**config.mk**
```make
export PLATFORM = sky130hd
export DESIGN_NAME = riscv_core
export DESIGN_NICKNAME = d
export VERILOG_FILES = /design/src/riscv_pkg.sv /design/src/riscv_register_file.sv /design/src/riscv_if_stage.sv /design/src/riscv_id_stage.sv /design/src/riscv_ex_stage.sv /design/src/riscv_load_store_unit.sv /design/src/riscv_core.sv
export VERILOG_INCLUDE_DIRS = /design/src /design/src/src
export SDC_FILE = /design/constraint.sdc
export NUM_CORES = 2
export LEC_CHECK = 0
export BUFFER_PORTS_ARGS = -buffer_cell sky130_fd_sc_hd__buf_2
export CAP_MARGIN = 20
export CORE_ASPECT_RATIO = 1.4
export CORE_MARGIN = 1
export CORE_UTILIZATION = 35
export DETAILED_ROUTE_END_ITERATION = 6
export PLACE_DENSITY = 0.5
export SKIP_CTS_REPAIR_TIMING = 1
export SYNTH_ARGS = -nofsm -noshare
export SYNTH_HDL_FRONTEND = slang
export SYNTH_SLANG_ARGS = --single-unit
export TNS_END_PERCENT = 10
```
**constraint.sdc**
```tcl
create_clock -name clk_i -period 5.2 [get_ports clk_i]
set_input_delay 1.04 -clock clk_i [delete_from_list [all_inputs] [get_ports clk_i]]
set_output_delay 1.04 -clock clk_i [all_outputs]
set_load 0.02 [all_outputs]
```
**src/riscv_cfg.svh**
```systemverilog
// Core configuration macros for widths, register count and reset values
`ifndef RISCV_CFG_SVH
`define RISCV_CFG_SVH

//////////////////////////////////////////////////////////////////////
// Datapath widths
//////////////////////////////////////////////////////////////////////

// Data and address width
`define RV_XLEN 32

// Register index width
`define RV_REG_AW 5

// Architectural registers, x0 included
`define RV_NUM_REGS 32

//////////////////////////////////////////////////////////////////////
// Reset values
//////////////////////////////////////////////////////////////////////

// ADDI x0, x0, 0
`define RV_NOP 32'h0000_0013

`endif

```
**src/riscv_pkg.sv**
```systemverilog
// Shared RV32I types, opcodes, function codes and instruction views
`include "riscv_cfg.svh"

package riscv_pkg;

  typedef logic [`RV_XLEN-1:0]   word_t;
  typedef logic [`RV_REG_AW-1:0] reg_addr_t;

  // Major opcodes of the supported subset
  typedef enum logic [6:0] {
    OP     = 7'b0110011,
    OP_IMM = 7'b0010011,
    LUI    = 7'b0110111,
    LOAD   = 7'b0000011,
    STORE  = 7'b0100011
  } opcode_e;

  // funct3 codes
  localparam logic [2:0] F3_ADD  = 3'b000;
  localparam logic [2:0] F3_SLL  = 3'b001;
  localparam logic [2:0] F3_SLT  = 3'b010;
  localparam logic [2:0] F3_XOR  = 3'b100;
  localparam logic [2:0] F3_SR   = 3'b101;
  localparam logic [2:0] F3_OR   = 3'b110;
  localparam logic [2:0] F3_AND  = 3'b111;
  localparam logic [2:0] F3_WORD = 3'b010;

  // funct7 codes
  localparam logic [6:0] F7_BASE = 7'b0000000;
  localparam logic [6:0] F7_ALT  = 7'b0100000;

  typedef enum logic [3:0] {
    ALU_ADD, ALU_SUB, ALU_SLL, ALU_SLT, ALU_XOR,
    ALU_SRL, ALU_SRA, ALU_OR, ALU_AND, ALU_PASS_B
  } alu_op_e;

  typedef struct packed {
    logic [6:0] funct7;
    reg_addr_t  rs2;
    reg_addr_t  rs1;
    logic [2:0] funct3;
    reg_addr_t  rd;
    logic [6:0] opcode;
  } r_type_t;

  typedef struct packed {
    logic [11:0] imm;
    reg_addr_t   rs1;
    logic [2:0]  funct3;
    reg_addr_t   rd;
    logic [6:0]  opcode;
  } i_type_t;

  // Store immediate split around rs2/rs1
  typedef struct packed {
    logic [6:0] imm_hi;
    reg_addr_t  rs2;
    reg_addr_t  rs1;
    logic [2:0] funct3;
    logic [4:0] imm_lo;
    logic [6:0] opcode;
  } s_type_t;

  // One instruction word, three decodings
  typedef union packed {
    r_type_t r;
    i_type_t i;
    s_type_t s;
  } instr_u;

endpackage

```
**src/riscv_register_file.sv**
```systemverilog
// Register file: 31 general registers, two read ports, one write port
`include "riscv_cfg.svh"

module riscv_register_file (
  input  logic                 clk_i,
  input  logic                 rst_n_i,
  input  riscv_pkg::reg_addr_t raddr_a_i,
  input  riscv_pkg::reg_addr_t raddr_b_i,
  output riscv_pkg::word_t     rdata_a_o,
  output riscv_pkg::word_t     rdata_b_o,
  input  logic                 we_i,
  input  riscv_pkg::reg_addr_t waddr_i,
  input  riscv_pkg::word_t     wdata_i
);
  import riscv_pkg::*;

  word_t regs [1:`RV_NUM_REGS-1];

  always_ff @(posedge clk_i) begin
    if (!rst_n_i) begin
      for (int k = 1; k < `RV_NUM_REGS; k++) begin
        regs[k] <= '0;
      end
    end else if (we_i && waddr_i != '0) begin
      regs[waddr_i] <= wdata_i;
    end
  end

  // x0 reads zero; same-cycle write is seen through forwarding
  assign rdata_a_o = (raddr_a_i == '0) ? '0 : regs[raddr_a_i];
  assign rdata_b_o = (raddr_b_i == '0) ? '0 : regs[raddr_b_i];

  a_waddr_known: assert property (@(posedge clk_i) disable iff (!rst_n_i)
    we_i |-> !$isunknown(waddr_i));

endmodule

```
**src/riscv_if_stage.sv**
```systemverilog
// Fetch stage: program counter, instruction request and IF/ID register
`include "riscv_cfg.svh"

module riscv_if_stage (
  input  logic                clk_i,
  input  logic                rst_n_i,
  input  riscv_pkg::word_t    boot_addr_i,
  input  logic                stall_i,
  output logic                instr_req_o,
  output riscv_pkg::word_t    instr_addr_o,
  input  riscv_pkg::word_t    instr_rdata_i,
  output riscv_pkg::instr_u   instr_id_o,
  output riscv_pkg::word_t    pc_id_o
);
  import riscv_pkg::*;

  word_t pc_if;
  logic  fetch_on;
  logic  id_valid;

  // Stalled: ask again for the word now in decode
  assign instr_addr_o = stall_i ? pc_id_o : pc_if;
  assign instr_req_o  = fetch_on;

  always_ff @(posedge clk_i) begin
    if (!rst_n_i) begin
      pc_if    <= boot_addr_i;
      fetch_on <= 1'b0;
    end else begin
      fetch_on <= 1'b1;
      if (fetch_on && !stall_i) begin
        pc_if <= pc_if + 32'd4;
      end
    end
  end

  //////////////////////////////////////////////////////////////////////
  // IF/ID register
  //////////////////////////////////////////////////////////////////////

  // Memory output acts as the word half of IF/ID
  always_ff @(posedge clk_i) begin
    if (!rst_n_i) begin
      id_valid <= 1'b0;
    end else begin
      id_valid <= fetch_on;
    end
  end

  always_ff @(posedge clk_i) begin
    pc_id_o <= instr_addr_o;
  end

  // NOP until the first word returns
  assign instr_id_o = id_valid ? instr_rdata_i : `RV_NOP;

endmodule

```
**src/riscv_id_stage.sv**
```systemverilog
// Decode stage: decoder, operand forwarding, load-use stall and ID/EX register
module riscv_id_stage (
  input  logic                 clk_i,
  input  logic                 rst_n_i,
  input  riscv_pkg::instr_u    instr_i,
  input  logic                 hold_i,
  output logic                 stall_o,
  input  riscv_pkg::reg_addr_t ex_waddr_i,
  input  logic                 ex_we_i,
  input  logic                 ex_load_i,
  input  riscv_pkg::word_t     ex_result_i,
  input  logic                 wb_we_i,
  input  riscv_pkg::reg_addr_t wb_waddr_i,
  input  riscv_pkg::word_t     wb_wdata_i,
  output riscv_pkg::alu_op_e   alu_op_ex_o,
  output riscv_pkg::word_t     operand_a_ex_o,
  output riscv_pkg::word_t     operand_b_ex_o,
  output riscv_pkg::word_t     store_data_ex_o,
  output riscv_pkg::reg_addr_t waddr_ex_o,
  output logic                 we_ex_o,
  output logic                 load_ex_o,
  output logic                 store_ex_o
);
  import riscv_pkg::*;

  alu_op_e alu_op;
  logic    we, load, store, use_rs2, use_imm;
  word_t   imm, rf_a, rf_b, fw_a, fw_b;

  //////////////////////////////////////////////////////////////////////
  // Decoder
  //////////////////////////////////////////////////////////////////////

  always_comb begin
    alu_op  = ALU_ADD;
    we      = 1'b0;
    load    = 1'b0;
    store   = 1'b0;
    use_rs2 = 1'b0;
    use_imm = 1'b1;
    imm     = {{20{instr_i.i.imm[11]}}, instr_i.i.imm};
    case (opcode_e'(instr_i.r.opcode))
      OP_IMM: begin
        we = 1'b1;
        case (instr_i.i.funct3)
          F3_ADD:  alu_op = ALU_ADD;
          F3_SLT:  alu_op = ALU_SLT;
          F3_XOR:  alu_op = ALU_XOR;
          F3_OR:   alu_op = ALU_OR;
          F3_AND:  alu_op = ALU_AND;
          default: we = 1'b0;
        endcase
      end
      OP: begin
        we      = 1'b1;
        use_rs2 = 1'b1;
        use_imm = 1'b0;
        case ({instr_i.r.funct7, instr_i.r.funct3})
          {F7_BASE, F3_ADD}: alu_op = ALU_ADD;
          {F7_ALT,  F3_ADD}: alu_op = ALU_SUB;
          {F7_BASE, F3_SLL}: alu_op = ALU_SLL;
          {F7_BASE, F3_SLT}: alu_op = ALU_SLT;
          {F7_BASE, F3_XOR}: alu_op = ALU_XOR;
          {F7_BASE, F3_SR}:  alu_op = ALU_SRL;
          {F7_ALT,  F3_SR}:  alu_op = ALU_SRA;
          {F7_BASE, F3_OR}:  alu_op = ALU_OR;
          {F7_BASE, F3_AND}: alu_op = ALU_AND;
          default:           we = 1'b0;
        endcase
      end
      LUI: begin
        we     = 1'b1;
        alu_op = ALU_PASS_B;
        // Upper 20 bits span imm, rs1 and funct3 of the I view
        imm    = {instr_i.i.imm, instr_i.i.rs1, instr_i.i.funct3, 12'b0};
      end
      LOAD: begin
        we   = (instr_i.i.funct3 == F3_WORD);
        load = (instr_i.i.funct3 == F3_WORD);
      end
      STORE: begin
        store   = (instr_i.s.funct3 == F3_WORD);
        use_rs2 = 1'b1;
        imm     = {{20{instr_i.s.imm_hi[6]}}, instr_i.s.imm_hi, instr_i.s.imm_lo};
      end
      default: ;
    endcase
    // x0 never written, so never forwarded
    if (instr_i.r.rd == '0) begin
      we = 1'b0;
    end
  end

  riscv_register_file registers_i (
    .clk_i     (clk_i),
    .rst_n_i   (rst_n_i),
    .raddr_a_i (instr_i.r.rs1),
    .raddr_b_i (instr_i.r.rs2),
    .rdata_a_o (rf_a),
    .rdata_b_o (rf_b),
    .we_i      (wb_we_i),
    .waddr_i   (wb_waddr_i),
    .wdata_i   (wb_wdata_i)
  );

  // EX first, then write-back, then the register file
  always_comb begin
    fw_a = rf_a;
    if (ex_we_i && ex_waddr_i == instr_i.r.rs1) begin
      fw_a = ex_result_i;
    end else if (wb_we_i && wb_waddr_i == instr_i.r.rs1) begin
      fw_a = wb_wdata_i;
    end
    fw_b = rf_b;
    if (ex_we_i && ex_waddr_i == instr_i.r.rs2) begin
      fw_b = ex_result_i;
    end else if (wb_we_i && wb_waddr_i == instr_i.r.rs2) begin
      fw_b = wb_wdata_i;
    end
  end

  // Load in EX has only its address, data not back yet
  assign stall_o = ex_load_i && ex_we_i &&
                   ((ex_waddr_i == instr_i.r.rs1) ||
                    (use_rs2 && ex_waddr_i == instr_i.r.rs2));

  //////////////////////////////////////////////////////////////////////
  // ID/EX register
  //////////////////////////////////////////////////////////////////////

  always_ff @(posedge clk_i) begin
    if (!rst_n_i) begin
      we_ex_o    <= 1'b0;
      load_ex_o  <= 1'b0;
      store_ex_o <= 1'b0;
    end else if (!hold_i) begin
      // Bubble on load-use
      we_ex_o    <= we && !stall_o;
      load_ex_o  <= load && !stall_o;
      store_ex_o <= store && !stall_o;
    end
  end

  always_ff @(posedge clk_i) begin
    if (!hold_i) begin
      alu_op_ex_o     <= alu_op;
      operand_a_ex_o  <= (alu_op == ALU_PASS_B) ? '0 : fw_a;
      operand_b_ex_o  <= use_imm ? imm : fw_b;
      store_data_ex_o <= fw_b;
      waddr_ex_o      <= instr_i.r.rd;
    end
  end

  // Word in decode is fetched again while the LSU waits on the bus
  a_hold_freeze: assert property (@(posedge clk_i) disable iff (!rst_n_i)
    hold_i |=> $stable(instr_i));

endmodule

```
**src/riscv_ex_stage.sv**
```systemverilog
// Execute stage: ALU and EX/WB pipeline register
module riscv_ex_stage (
  input  logic                 clk_i,
  input  logic                 rst_n_i,
  input  logic                 hold_i,
  input  riscv_pkg::alu_op_e   alu_op_i,
  input  riscv_pkg::word_t     operand_a_i,
  input  riscv_pkg::word_t     operand_b_i,
  input  riscv_pkg::word_t     store_data_i,
  input  riscv_pkg::reg_addr_t waddr_i,
  input  logic                 we_i,
  input  logic                 load_i,
  input  logic                 store_i,
  output riscv_pkg::word_t     result_o,
  output riscv_pkg::reg_addr_t waddr_o,
  output logic                 we_o,
  output logic                 load_o,
  output riscv_pkg::word_t     result_wb_o,
  output riscv_pkg::reg_addr_t waddr_wb_o,
  output logic                 we_wb_o,
  output logic                 load_wb_o,
  output riscv_pkg::word_t     store_data_o,
  output logic                 store_o
);
  import riscv_pkg::*;

  logic [4:0] shamt;

  assign shamt = operand_b_i[4:0];

  always_comb begin
    case (alu_op_i)
      ALU_SUB:    result_o = operand_a_i - operand_b_i;
      ALU_SLL:    result_o = operand_a_i << shamt;
      ALU_SLT:    result_o = {31'b0, $signed(operand_a_i) < $signed(operand_b_i)};
      ALU_XOR:    result_o = operand_a_i ^ operand_b_i;
      ALU_SRL:    result_o = operand_a_i >> shamt;
      ALU_SRA:    result_o = word_t'($signed(operand_a_i) >>> shamt);
      ALU_OR:     result_o = operand_a_i | operand_b_i;
      ALU_AND:    result_o = operand_a_i & operand_b_i;
      ALU_PASS_B: result_o = operand_b_i;
      default:    result_o = operand_a_i + operand_b_i;
    endcase
  end

  // Forwarding view of the instruction now in EX
  assign waddr_o = waddr_i;
  assign we_o    = we_i;
  assign load_o  = load_i;

  //////////////////////////////////////////////////////////////////////
  // EX/WB register
  //////////////////////////////////////////////////////////////////////

  always_ff @(posedge clk_i) begin
    if (!rst_n_i) begin
      we_wb_o   <= 1'b0;
      load_wb_o <= 1'b0;
      store_o   <= 1'b0;
    end else if (!hold_i) begin
      we_wb_o   <= we_i;
      load_wb_o <= load_i;
      store_o   <= store_i;
    end
  end

  always_ff @(posedge clk_i) begin
    if (!hold_i) begin
      result_wb_o  <= result_o;
      waddr_wb_o   <= waddr_i;
      store_data_o <= store_data_i;
    end
  end

endmodule

```
**src/riscv_load_store_unit.sv**
```systemverilog
// Load store unit: data bus handshake, pipeline hold and register write-back
module riscv_load_store_unit (
  input  logic                 clk_i,
  input  logic                 rst_n_i,
  input  riscv_pkg::word_t     result_i,
  input  riscv_pkg::word_t     store_data_i,
  input  riscv_pkg::reg_addr_t waddr_i,
  input  logic                 we_i,
  input  logic                 load_i,
  input  logic                 store_i,
  output logic                 data_req_o,
  output logic                 data_we_o,
  output riscv_pkg::word_t     data_addr_o,
  output riscv_pkg::word_t     data_wdata_o,
  input  logic                 data_gnt_i,
  input  logic                 data_rvalid_i,
  input  riscv_pkg::word_t     data_rdata_i,
  output logic                 hold_o,
  output logic                 wb_we_o,
  output riscv_pkg::reg_addr_t wb_waddr_o,
  output riscv_pkg::word_t     wb_wdata_o
);
  import riscv_pkg::*;

  typedef enum logic {
    S_REQ,
    S_WAIT
  } lsu_state_e;

  lsu_state_e state;

  //////////////////////////////////////////////////////////////////////
  // Bus side
  //////////////////////////////////////////////////////////////////////

  // Address from the ALU, held by the frozen EX/WB register
  assign data_req_o   = (state == S_REQ) && (load_i || store_i);
  assign data_we_o    = store_i;
  assign data_addr_o  = result_i;
  assign data_wdata_o = store_data_i;

  always_ff @(posedge clk_i) begin
    if (!rst_n_i) begin
      state <= S_REQ;
    end else begin
      case (state)
        S_REQ:   if (data_req_o && data_gnt_i && load_i) state <= S_WAIT;
        S_WAIT:  if (data_rvalid_i) state <= S_REQ;
        default: state <= S_REQ;
      endcase
    end
  end

  // Stores finish on grant, loads on rvalid
  always_comb begin
    if (state == S_WAIT) begin
      hold_o = !data_rvalid_i;
    end else begin
      hold_o = data_req_o && (load_i || !data_gnt_i);
    end
  end

  //////////////////////////////////////////////////////////////////////
  // Write-back
  //////////////////////////////////////////////////////////////////////

  // A load to x0 still goes to the bus but writes nothing back
  assign wb_waddr_o = waddr_i;
  assign wb_we_o    = (state == S_WAIT) ? (data_rvalid_i && we_i) : (we_i && !load_i);
  assign wb_wdata_o = (state == S_WAIT) ? data_rdata_i : result_i;

  a_req_stable: assert property (@(posedge clk_i) disable iff (!rst_n_i)
    data_req_o && !data_gnt_i |=>
      data_req_o && $stable(data_addr_o) && $stable(data_wdata_o));

  a_rvalid_expected: assert property (@(posedge clk_i) disable iff (!rst_n_i)
    data_rvalid_i |-> state == S_WAIT);

endmodule

```
**src/riscv_core.sv**
```systemverilog
// Top level of the RV32I core, connects fetch, decode, execute and LSU
module riscv_core (
  input  logic             clk_i,
  input  logic             rst_n_i,
  input  riscv_pkg::word_t boot_addr_i,
  output logic             instr_req_o,
  output riscv_pkg::word_t instr_addr_o,
  input  riscv_pkg::word_t instr_rdata_i,
  output logic             data_req_o,
  output logic             data_we_o,
  input  logic             data_gnt_i,
  input  logic             data_rvalid_i,
  output riscv_pkg::word_t data_addr_o,
  output riscv_pkg::word_t data_wdata_o,
  input  riscv_pkg::word_t data_rdata_i
);

  // IF/ID
  riscv_pkg::instr_u    instr_id;
  logic                 id_stall;
  logic                 lsu_hold;
  logic                 if_stall;

  // ID/EX
  riscv_pkg::alu_op_e   alu_op_ex;
  riscv_pkg::word_t     operand_a_ex, operand_b_ex, store_data_ex;
  riscv_pkg::reg_addr_t waddr_ex;
  logic                 we_ex, load_ex, store_ex;

  // EX forwarding
  riscv_pkg::word_t     ex_result;
  riscv_pkg::reg_addr_t ex_waddr;
  logic                 ex_we, ex_load;

  // EX/WB to LSU
  riscv_pkg::word_t     result_wb, store_data_wb;
  riscv_pkg::reg_addr_t waddr_wb;
  logic                 we_wb, load_wb, store_wb;

  // Register write port
  logic                 wb_we;
  riscv_pkg::reg_addr_t wb_waddr;
  riscv_pkg::word_t     wb_wdata;

  assign if_stall = id_stall | lsu_hold;

  //////////////////////////////////////////////////////////////////////
  // Stages
  //////////////////////////////////////////////////////////////////////

  riscv_if_stage if_stage_i (
    .clk_i (clk_i), .rst_n_i (rst_n_i), .boot_addr_i (boot_addr_i),
    .stall_i (if_stall), .instr_req_o (instr_req_o), .instr_addr_o (instr_addr_o),
    .instr_rdata_i (instr_rdata_i), .instr_id_o (instr_id), .pc_id_o ()
  );

  riscv_id_stage id_stage_i (
    .clk_i (clk_i), .rst_n_i (rst_n_i), .instr_i (instr_id),
    .hold_i (lsu_hold), .stall_o (id_stall),
    .ex_waddr_i (ex_waddr), .ex_we_i (ex_we), .ex_load_i (ex_load),
    .ex_result_i (ex_result),
    .wb_we_i (wb_we), .wb_waddr_i (wb_waddr), .wb_wdata_i (wb_wdata),
    .alu_op_ex_o (alu_op_ex), .operand_a_ex_o (operand_a_ex),
    .operand_b_ex_o (operand_b_ex), .store_data_ex_o (store_data_ex),
    .waddr_ex_o (waddr_ex), .we_ex_o (we_ex), .load_ex_o (load_ex),
    .store_ex_o (store_ex)
  );

  riscv_ex_stage ex_stage_i (
    .clk_i (clk_i), .rst_n_i (rst_n_i), .hold_i (lsu_hold),
    .alu_op_i (alu_op_ex), .operand_a_i (operand_a_ex), .operand_b_i (operand_b_ex),
    .store_data_i (store_data_ex), .waddr_i (waddr_ex), .we_i (we_ex),
    .load_i (load_ex), .store_i (store_ex),
    .result_o (ex_result), .waddr_o (ex_waddr), .we_o (ex_we), .load_o (ex_load),
    .result_wb_o (result_wb), .waddr_wb_o (waddr_wb), .we_wb_o (we_wb),
    .load_wb_o (load_wb), .store_data_o (store_data_wb), .store_o (store_wb)
  );

  riscv_load_store_unit load_store_unit_i (
    .clk_i (clk_i), .rst_n_i (rst_n_i),
    .result_i (result_wb), .store_data_i (store_data_wb), .waddr_i (waddr_wb),
    .we_i (we_wb), .load_i (load_wb), .store_i (store_wb),
    .data_req_o (data_req_o), .data_we_o (data_we_o), .data_addr_o (data_addr_o),
    .data_wdata_o (data_wdata_o), .data_gnt_i (data_gnt_i),
    .data_rvalid_i (data_rvalid_i), .data_rdata_i (data_rdata_i),
    .hold_o (lsu_hold),
    .wb_we_o (wb_we), .wb_waddr_o (wb_waddr), .wb_wdata_o (wb_wdata)
  );

endmodule

```
* Word-level counts from Yosys, hierarchy flattened
Memory sizes are Yosys's and may differ from the RTL's. Cells that the tools add are included.
Operators by class: mux-type cells 37, equal/unequal tests 32, order comparisons 1, bitwise logic cells 5, reductions and logical operators 36, div/mod/pow operators 0, $add $sub $neg 3, $mul 0, shift-type cells 3
Operator list (count):
- $mux W32 | 13
- $pmux W32 S9 | 1
- $pmux W31 S2 | 1
- $eq A10 B3 Y1 const B | 4
- $add A32 B3 Y32 const B | 1
- $add A32 B32 Y32 | 1
- $and A32 B32 Y32 | 1
- $lt A32 B32 Y1 | 1
- $or A32 B32 Y32 | 1
- $pmux W4 S8 | 1
- $reduce_or A32 Y1 | 1
- $shl A32 B5 Y32 | 1
- $shr A32 B5 Y32 | 1
- $sshr A32 B5 Y32 | 1
- $sub A32 B32 Y32 | 1
- $xor A32 B32 Y32 | 1
- $eq A7 B6 Y1 const B | 3
- $eq A10 B9 Y1 const B | 2
- $eq A5 B5 Y1 | 4
- $logic_and A1 B1 Y1 | 18
- $eq A4 B3 Y1 const B | 4
- $mux W1 | 16
- $pmux W4 S4 | 1
- $logic_not A5 Y1 | 3
- 24 further kinds | 35
Word-level totals: input port bits 100, memories kept 1, bits in latches 0, word-level logic and storage cells 137, register bits 247, memory bits (writable) 992, bits in read-only memories 0
Memories:
- id_stage_i.registers_i.regs | depth 31, bits a word 32, rd ports 2, clocked after memory_dff 0, write ports 31, RTL line riscv_register_file.sv:17 | word_t regs [1:`RV_NUM_REGS-1];

* Depth between registers and ports, before layout
depth in word-level cells 12, mapped depth 16, mapped depth without buffers 13

* Modules after synthesis
From an unflattened synthesis, not the netlist that was laid out.
Unflattened totals: cell total of the unflattened synthesis 5925, area total of the unflattened synthesis 75747.6 sq um
Modules (own cells, without submodules):
- riscv_register_file | seq. area each 30749.5 sq um, area an instance 54214.5 sq um, instances 1, cells each 3505
- riscv_ex_stage | seq. area each 2132.0 sq um, area an instance 11167.0 sq um, instances 1, cells each 1442
- riscv_id_stage | seq. area each 3213.1 sq um, area an instance 6053.3 sq um, instances 1, cells each 558
- riscv_if_stage | seq. area each 1641.6 sq um, area an instance 3181.8 sq um, instances 1, cells each 302
- riscv_load_store_unit | seq. area each 20.0 sq um, area an instance 1124.8 sq um, instances 1, cells each 117
- riscv_core | seq. area each 0.0 sq um, area an instance 6.3 sq um, instances 1, cells each 1

* Worst setup path after synthesis
No wires, ideal clock.
path kind input to register, start input data_rvalid_i, end register ex_stage_i.result_wb_o[0], enable pin, stages on the path 4, arrival time 4.825 ns, slack -0.152 ns, data required time 4.673 ns, cell sequence nor2b_1 > nor2_1 > o21ai_1 > inv_1
Between the ends: word-level cells in the longest chain between the ends 2
Ends and longest elaborated chain:
- start: declaration | RTL line riscv_core.sv:12 | input logic data_rvalid_i,
- $logic_not A1 Y1 | RTL line riscv_load_store_unit.sv:57 | hold_o = !data_rvalid_i;
- $mux W1 | RTL line riscv_load_store_unit.sv:56 | if (state == S_WAIT) begin
- end signal: assignment | RTL line riscv_ex_stage.sv:69 | result_wb_o <= result_o;
- end: declaration | RTL line riscv_ex_stage.sv:18 | output riscv_pkg::word_t result_wb_o,
No other way between the ends. A chain may end at the register's enable or synchronous reset.

* Worst setup path in the final report
start register if_stage_i.id_valid, end output instr_addr_o[29]
Between the ends: word-level cells in the longest chain between the ends 9, elaborated cells on any way between the ends 12, classes of those cells eq/ne: 4; mux: 3; bitwise: 1; reduce/logical: 4
Ends and longest elaborated chain:
- start: declaration | RTL line riscv_if_stage.sv:19 | logic id_valid;
- start signal: assignment | RTL line riscv_if_stage.sv:46 | id_valid <= fetch_on;
- $mux W32 (no source line) (*)
- $eq A7 B6 Y1 | RTL line riscv_id_stage.sv:42 | case (opcode_e'(instr_i.r.opcode))
- $reduce_or A2 Y1 (no source line)
- $mux W1 | RTL line riscv_id_stage.sv:42
- $logic_and A1 B1 Y1 | RTL line riscv_id_stage.sv:125 | (use_rs2 && ex_waddr_i == instr_i.r.rs2));
- $logic_or A1 B1 Y1 (*) | RTL line riscv_id_stage.sv:124 | ((ex_waddr_i == instr_i.r.rs1) ||
- $logic_and A1 B1 Y1 (*) | RTL line riscv_id_stage.sv:123 | assign stall_o = ex_load_i && ex_we_i &&
- $or A1 B1 Y1 (*) | RTL line riscv_core.sv:45 | assign if_stall = id_stall | lsu_hold;
- $mux W32 (*) | RTL line riscv_if_stage.sv:22 | assign instr_addr_o = stall_i ? pc_id_o : pc_if;
- end: declaration | RTL line riscv_core.sv:7 | output riscv_pkg::word_t instr_addr_o,
Every way passes the cells marked *; elsewhere a longest branch is shown, timed or not.

==> flow_summary.toml <==
[worst_setup_path]
r2r_start = "if_stage_i.id_valid"
worstPathRequired_ns = 4.16
end_kind = "primary output"
cp.arrival_ns = 4.05
reg2reg_depth = 12
crit_type = "register to primary output"
r2r_end = "id_stage_i.operand_a_ex_o[1]"
startpoint_type = "register"
r2r_slack_ns = 0.33
path_max_fanout = 38

[power]
p_switching_w = 0.00987
power_frac_comb_pct = 23.6
intPower_w = 0.0196
power_frac_clock_pct = 34.6
p_per_area_nw_per_um2 = 339
p_leak_nw = 31.6
switching_share_pct = 33.5
power_w = 0.0295
seq_power_share_pct = 41.8
max-vdd-ir-drop_mv = 0.197

[synthesis]
synth_ff_type = "edfxtp_1"
synth_cell_type_count = 113
synthesis.area_um2 = 75400
ys_seq_area_share_pct = 50.1
ys.warnings.count = 0
synth.avg_cell_area_um2 = 9.88
ys_ff_latch = 1271
synthCells = 7628
synth_edf_count = 1230
async_flop_share_pct = 0

[cts]
clk_latency_ns = 0.85
cts_max_path_buffers = 4
cts.root.buffer_cell = "clkbuf_16"
cts_sinks = 1271
path_clk_slew_ns = 0.06
cts_buffers = 145
cts_tree = "done"
htreeDepth = 4

[min_path]
hold_path_class = "register to register"
hold_path_startpoint = "id_stage_i.store_data_ex_o[31]"
whs_endpoint = "ex_stage_i.store_data_o[31]"
hold_depth = 0

[floorplan]
start_util_pct = 35.2
core_area_um2 = 214000
dieArea_um2 = 217000
die_y_um = 551
fp-row-count = 201
die_x_um = 394
pin_count = 199

[job]
maxCapViolations = 0

[drt]
wl_mm = 383
ant_nets = 0
drt_iter0_markers = 8250
vias_per_cell = 6.31
drc_errors = 0
vias = 67800
drt_first_pass_iters = 6
post_drt_wl_per_cell_um = 35.7

[global_route]
grt_pass1_wl_mm = 524
grt_overflow = 0
grt_use_total_pct = 34.1
first_global_vias = 65300
grt_max_degree = 109
antenna_found_initial = 22

[sta]
period_needed_ns = 5.09
fin_skew_ns = 0.0703
tns_ns = 0
max_freq_mhz = 196
slew_headroom_pct = 19.1
hold_viol_final = 0
worstMarginPinSlew_ns = 1.20
final.period_utilization_pct = 97.9
drv_slew = 0
setup_violations = 0
rsz0062_at_grt = "no"

[status]
status = "finished clean"

[final_layout]
nets = 7994
final_layout_size_suffix_gt1_share_pct = 15.3
syn_to_final_growth_pct = 15.4
nFillCells = 20700

[placement]
place_hpwl_mm = 270
place_congestion = 1.04
io_buffers = 198
## area by class of cell
class	instances	area, um2	area share (%)
clock buffer	184	3910	4.50
antenna	11	27.5	0.0317
timing repair buffer	734	5880	6.77
tap	2842	3560	4.09
inverter	150	567	0.652
sequential	1271	37800	43.4
multi-input combinational	5492	34700	39.9
clock inverter	60	559	0.643
## per-stage QoR
step	cells	utilization [%]	instance area [um2]	hold slack, ns	setup WS (ns)
after CTS	10700	40.6	86900	0.423	0.123
after detailed placement	10500	38.5	82400	0.405	0.262
final	10700	40.6	87000	0.421	0.109
after global routing	10700	40.6	86900	0.439	0.0223
after floorplan	7659	-	75500	0.400	0.390
after global placement	10500	38.5	82300	0.404	0.0568
## routing by layer
metal | global-route usage, % | vias to the layer above | share of wire, %
met5 | 0 | - | 0.028
li1 | - | 28600 | -
met4 | 25.2 | 16 | 8.6
met3 | 5.36 | 1189 | 7.8
met1 | 38.6 | 33900 | 35
met2 | 58.3 | 4100 | 48
## cell usage after synthesis, types with 196 or more instances
library cell  instances  share of area [%]
nor2_1             1374                6.8
edfxtp_1           1230                 49
nand2_1             781                3.9
clkbuf_1            536                2.7
mux2i_1             508                6.7
a211oi_1            273                2.7
o21ai_0             257                1.7
nor2b_1             251                2.1
a31oi_1             227                1.9
a21oi_1             206                1.4
nor3_1              204                1.4
a221oi_1            196                2.3
## critical path: stages (launching register included)
cell and delay (ns):
dfxtp_4 0.80, buf_4 0.30, nand2_4 0.34, xor2_1 0.26, nand3_1 0.23, o31ai_1 0.15, a31oi_4 0.22, buf_12 0.23
mux2_2 0.38, buf_2 0.16
## flip-flops by register name, summed over array words and instances, names as in the netlist, 4 cells and up
name                         flops
id_stage_i.registers_i.regs   1024
ex_stage_i.waddr_wb_o            5
id_stage_i.alu_op_ex_o           4
if_stage_i.pc_if                32
ex_stage_i.store_data_o         32
ex_stage_i.result_wb_o          32
if_stage_i.pc_id_o              32
id_stage_i.operand_b_ex_o       32
id_stage_i.waddr_ex_o            5
id_stage_i.operand_a_ex_o       32
id_stage_i.store_data_ex_o      32
## how the worst max path moves through the flow
stage	from	to	slack [ns]	depth (start not counted)
3_3_place_gp	instr_rdata_i[20]	id_stage_i.operand_b_ex_o[1]	0.06	11
3_5_place_dp	instr_rdata_i[15]	id_stage_i.operand_a_ex_o[15]	0.26	12
2_1_floorplan	data_rvalid_i	ex_stage_i.result_wb_o[0]	0.39	4
6_report	if_stage_i.id_valid	instr_addr_o[29]	0.11	9
4_1_cts	if_stage_i.id_valid	instr_addr_o[7]	0.12	9
5_1_grt	if_stage_i.id_valid	instr_addr_o[29]	0.02	9
## power by group through the flow
stage / combinational, W / sequential [W] / clock [W]
detailed placement: 0.00670 / 0.0125 / 0
global route: 0.00712 / 0.0124 / 0.0106
floorplan: 0.00336 / 0.0125 / 0
finish: 0.00695 / 0.0123 / 0.0102
global placement: 0.00671 / 0.0125 / 0
CTS: 0.00672 / 0.0123 / 0.0103
## cells by family (layout without fill, tap and decap cells)
group                      count (synthesis)  in the layout  synth area share (%)
AOI/OAI and AO/OA                       1780           1780                  16.6
xor gates and xnor gates                  59             59                 0.686
buffers and inverters                    896           1128                  4.89
other                                      1             43               0.00498
DFF                                     1271           1271                  50.1
and+or+nand+nor                         2874           2874                  16.4
muxes                                    647            647                  9.64
adders and majority gates                100            100                  1.68
## placed cells by master (no fill, tap or decap), types with 58 or more instances in the layout
master	Yosys	final
o22ai_1	148	148
edfxtp_1	1230	1230
buf_4	22	471
a221oi_1	196	196
nor2_1	1374	1369
o21ai_0	257	256
a211oi_1	273	273
nand2_1	781	725
a21oi_1	206	206
buf_12	1	64
a31oi_1	227	227
buf_2	130	192
inv_1	145	144
ha_1	98	98
mux2i_1	508	476
o211ai_1	58	58
mux2_2	84	84
nor2b_1	251	251
nor3_1	204	204
clkbuf_16	0	151
(Power assumes the default switching activity.)
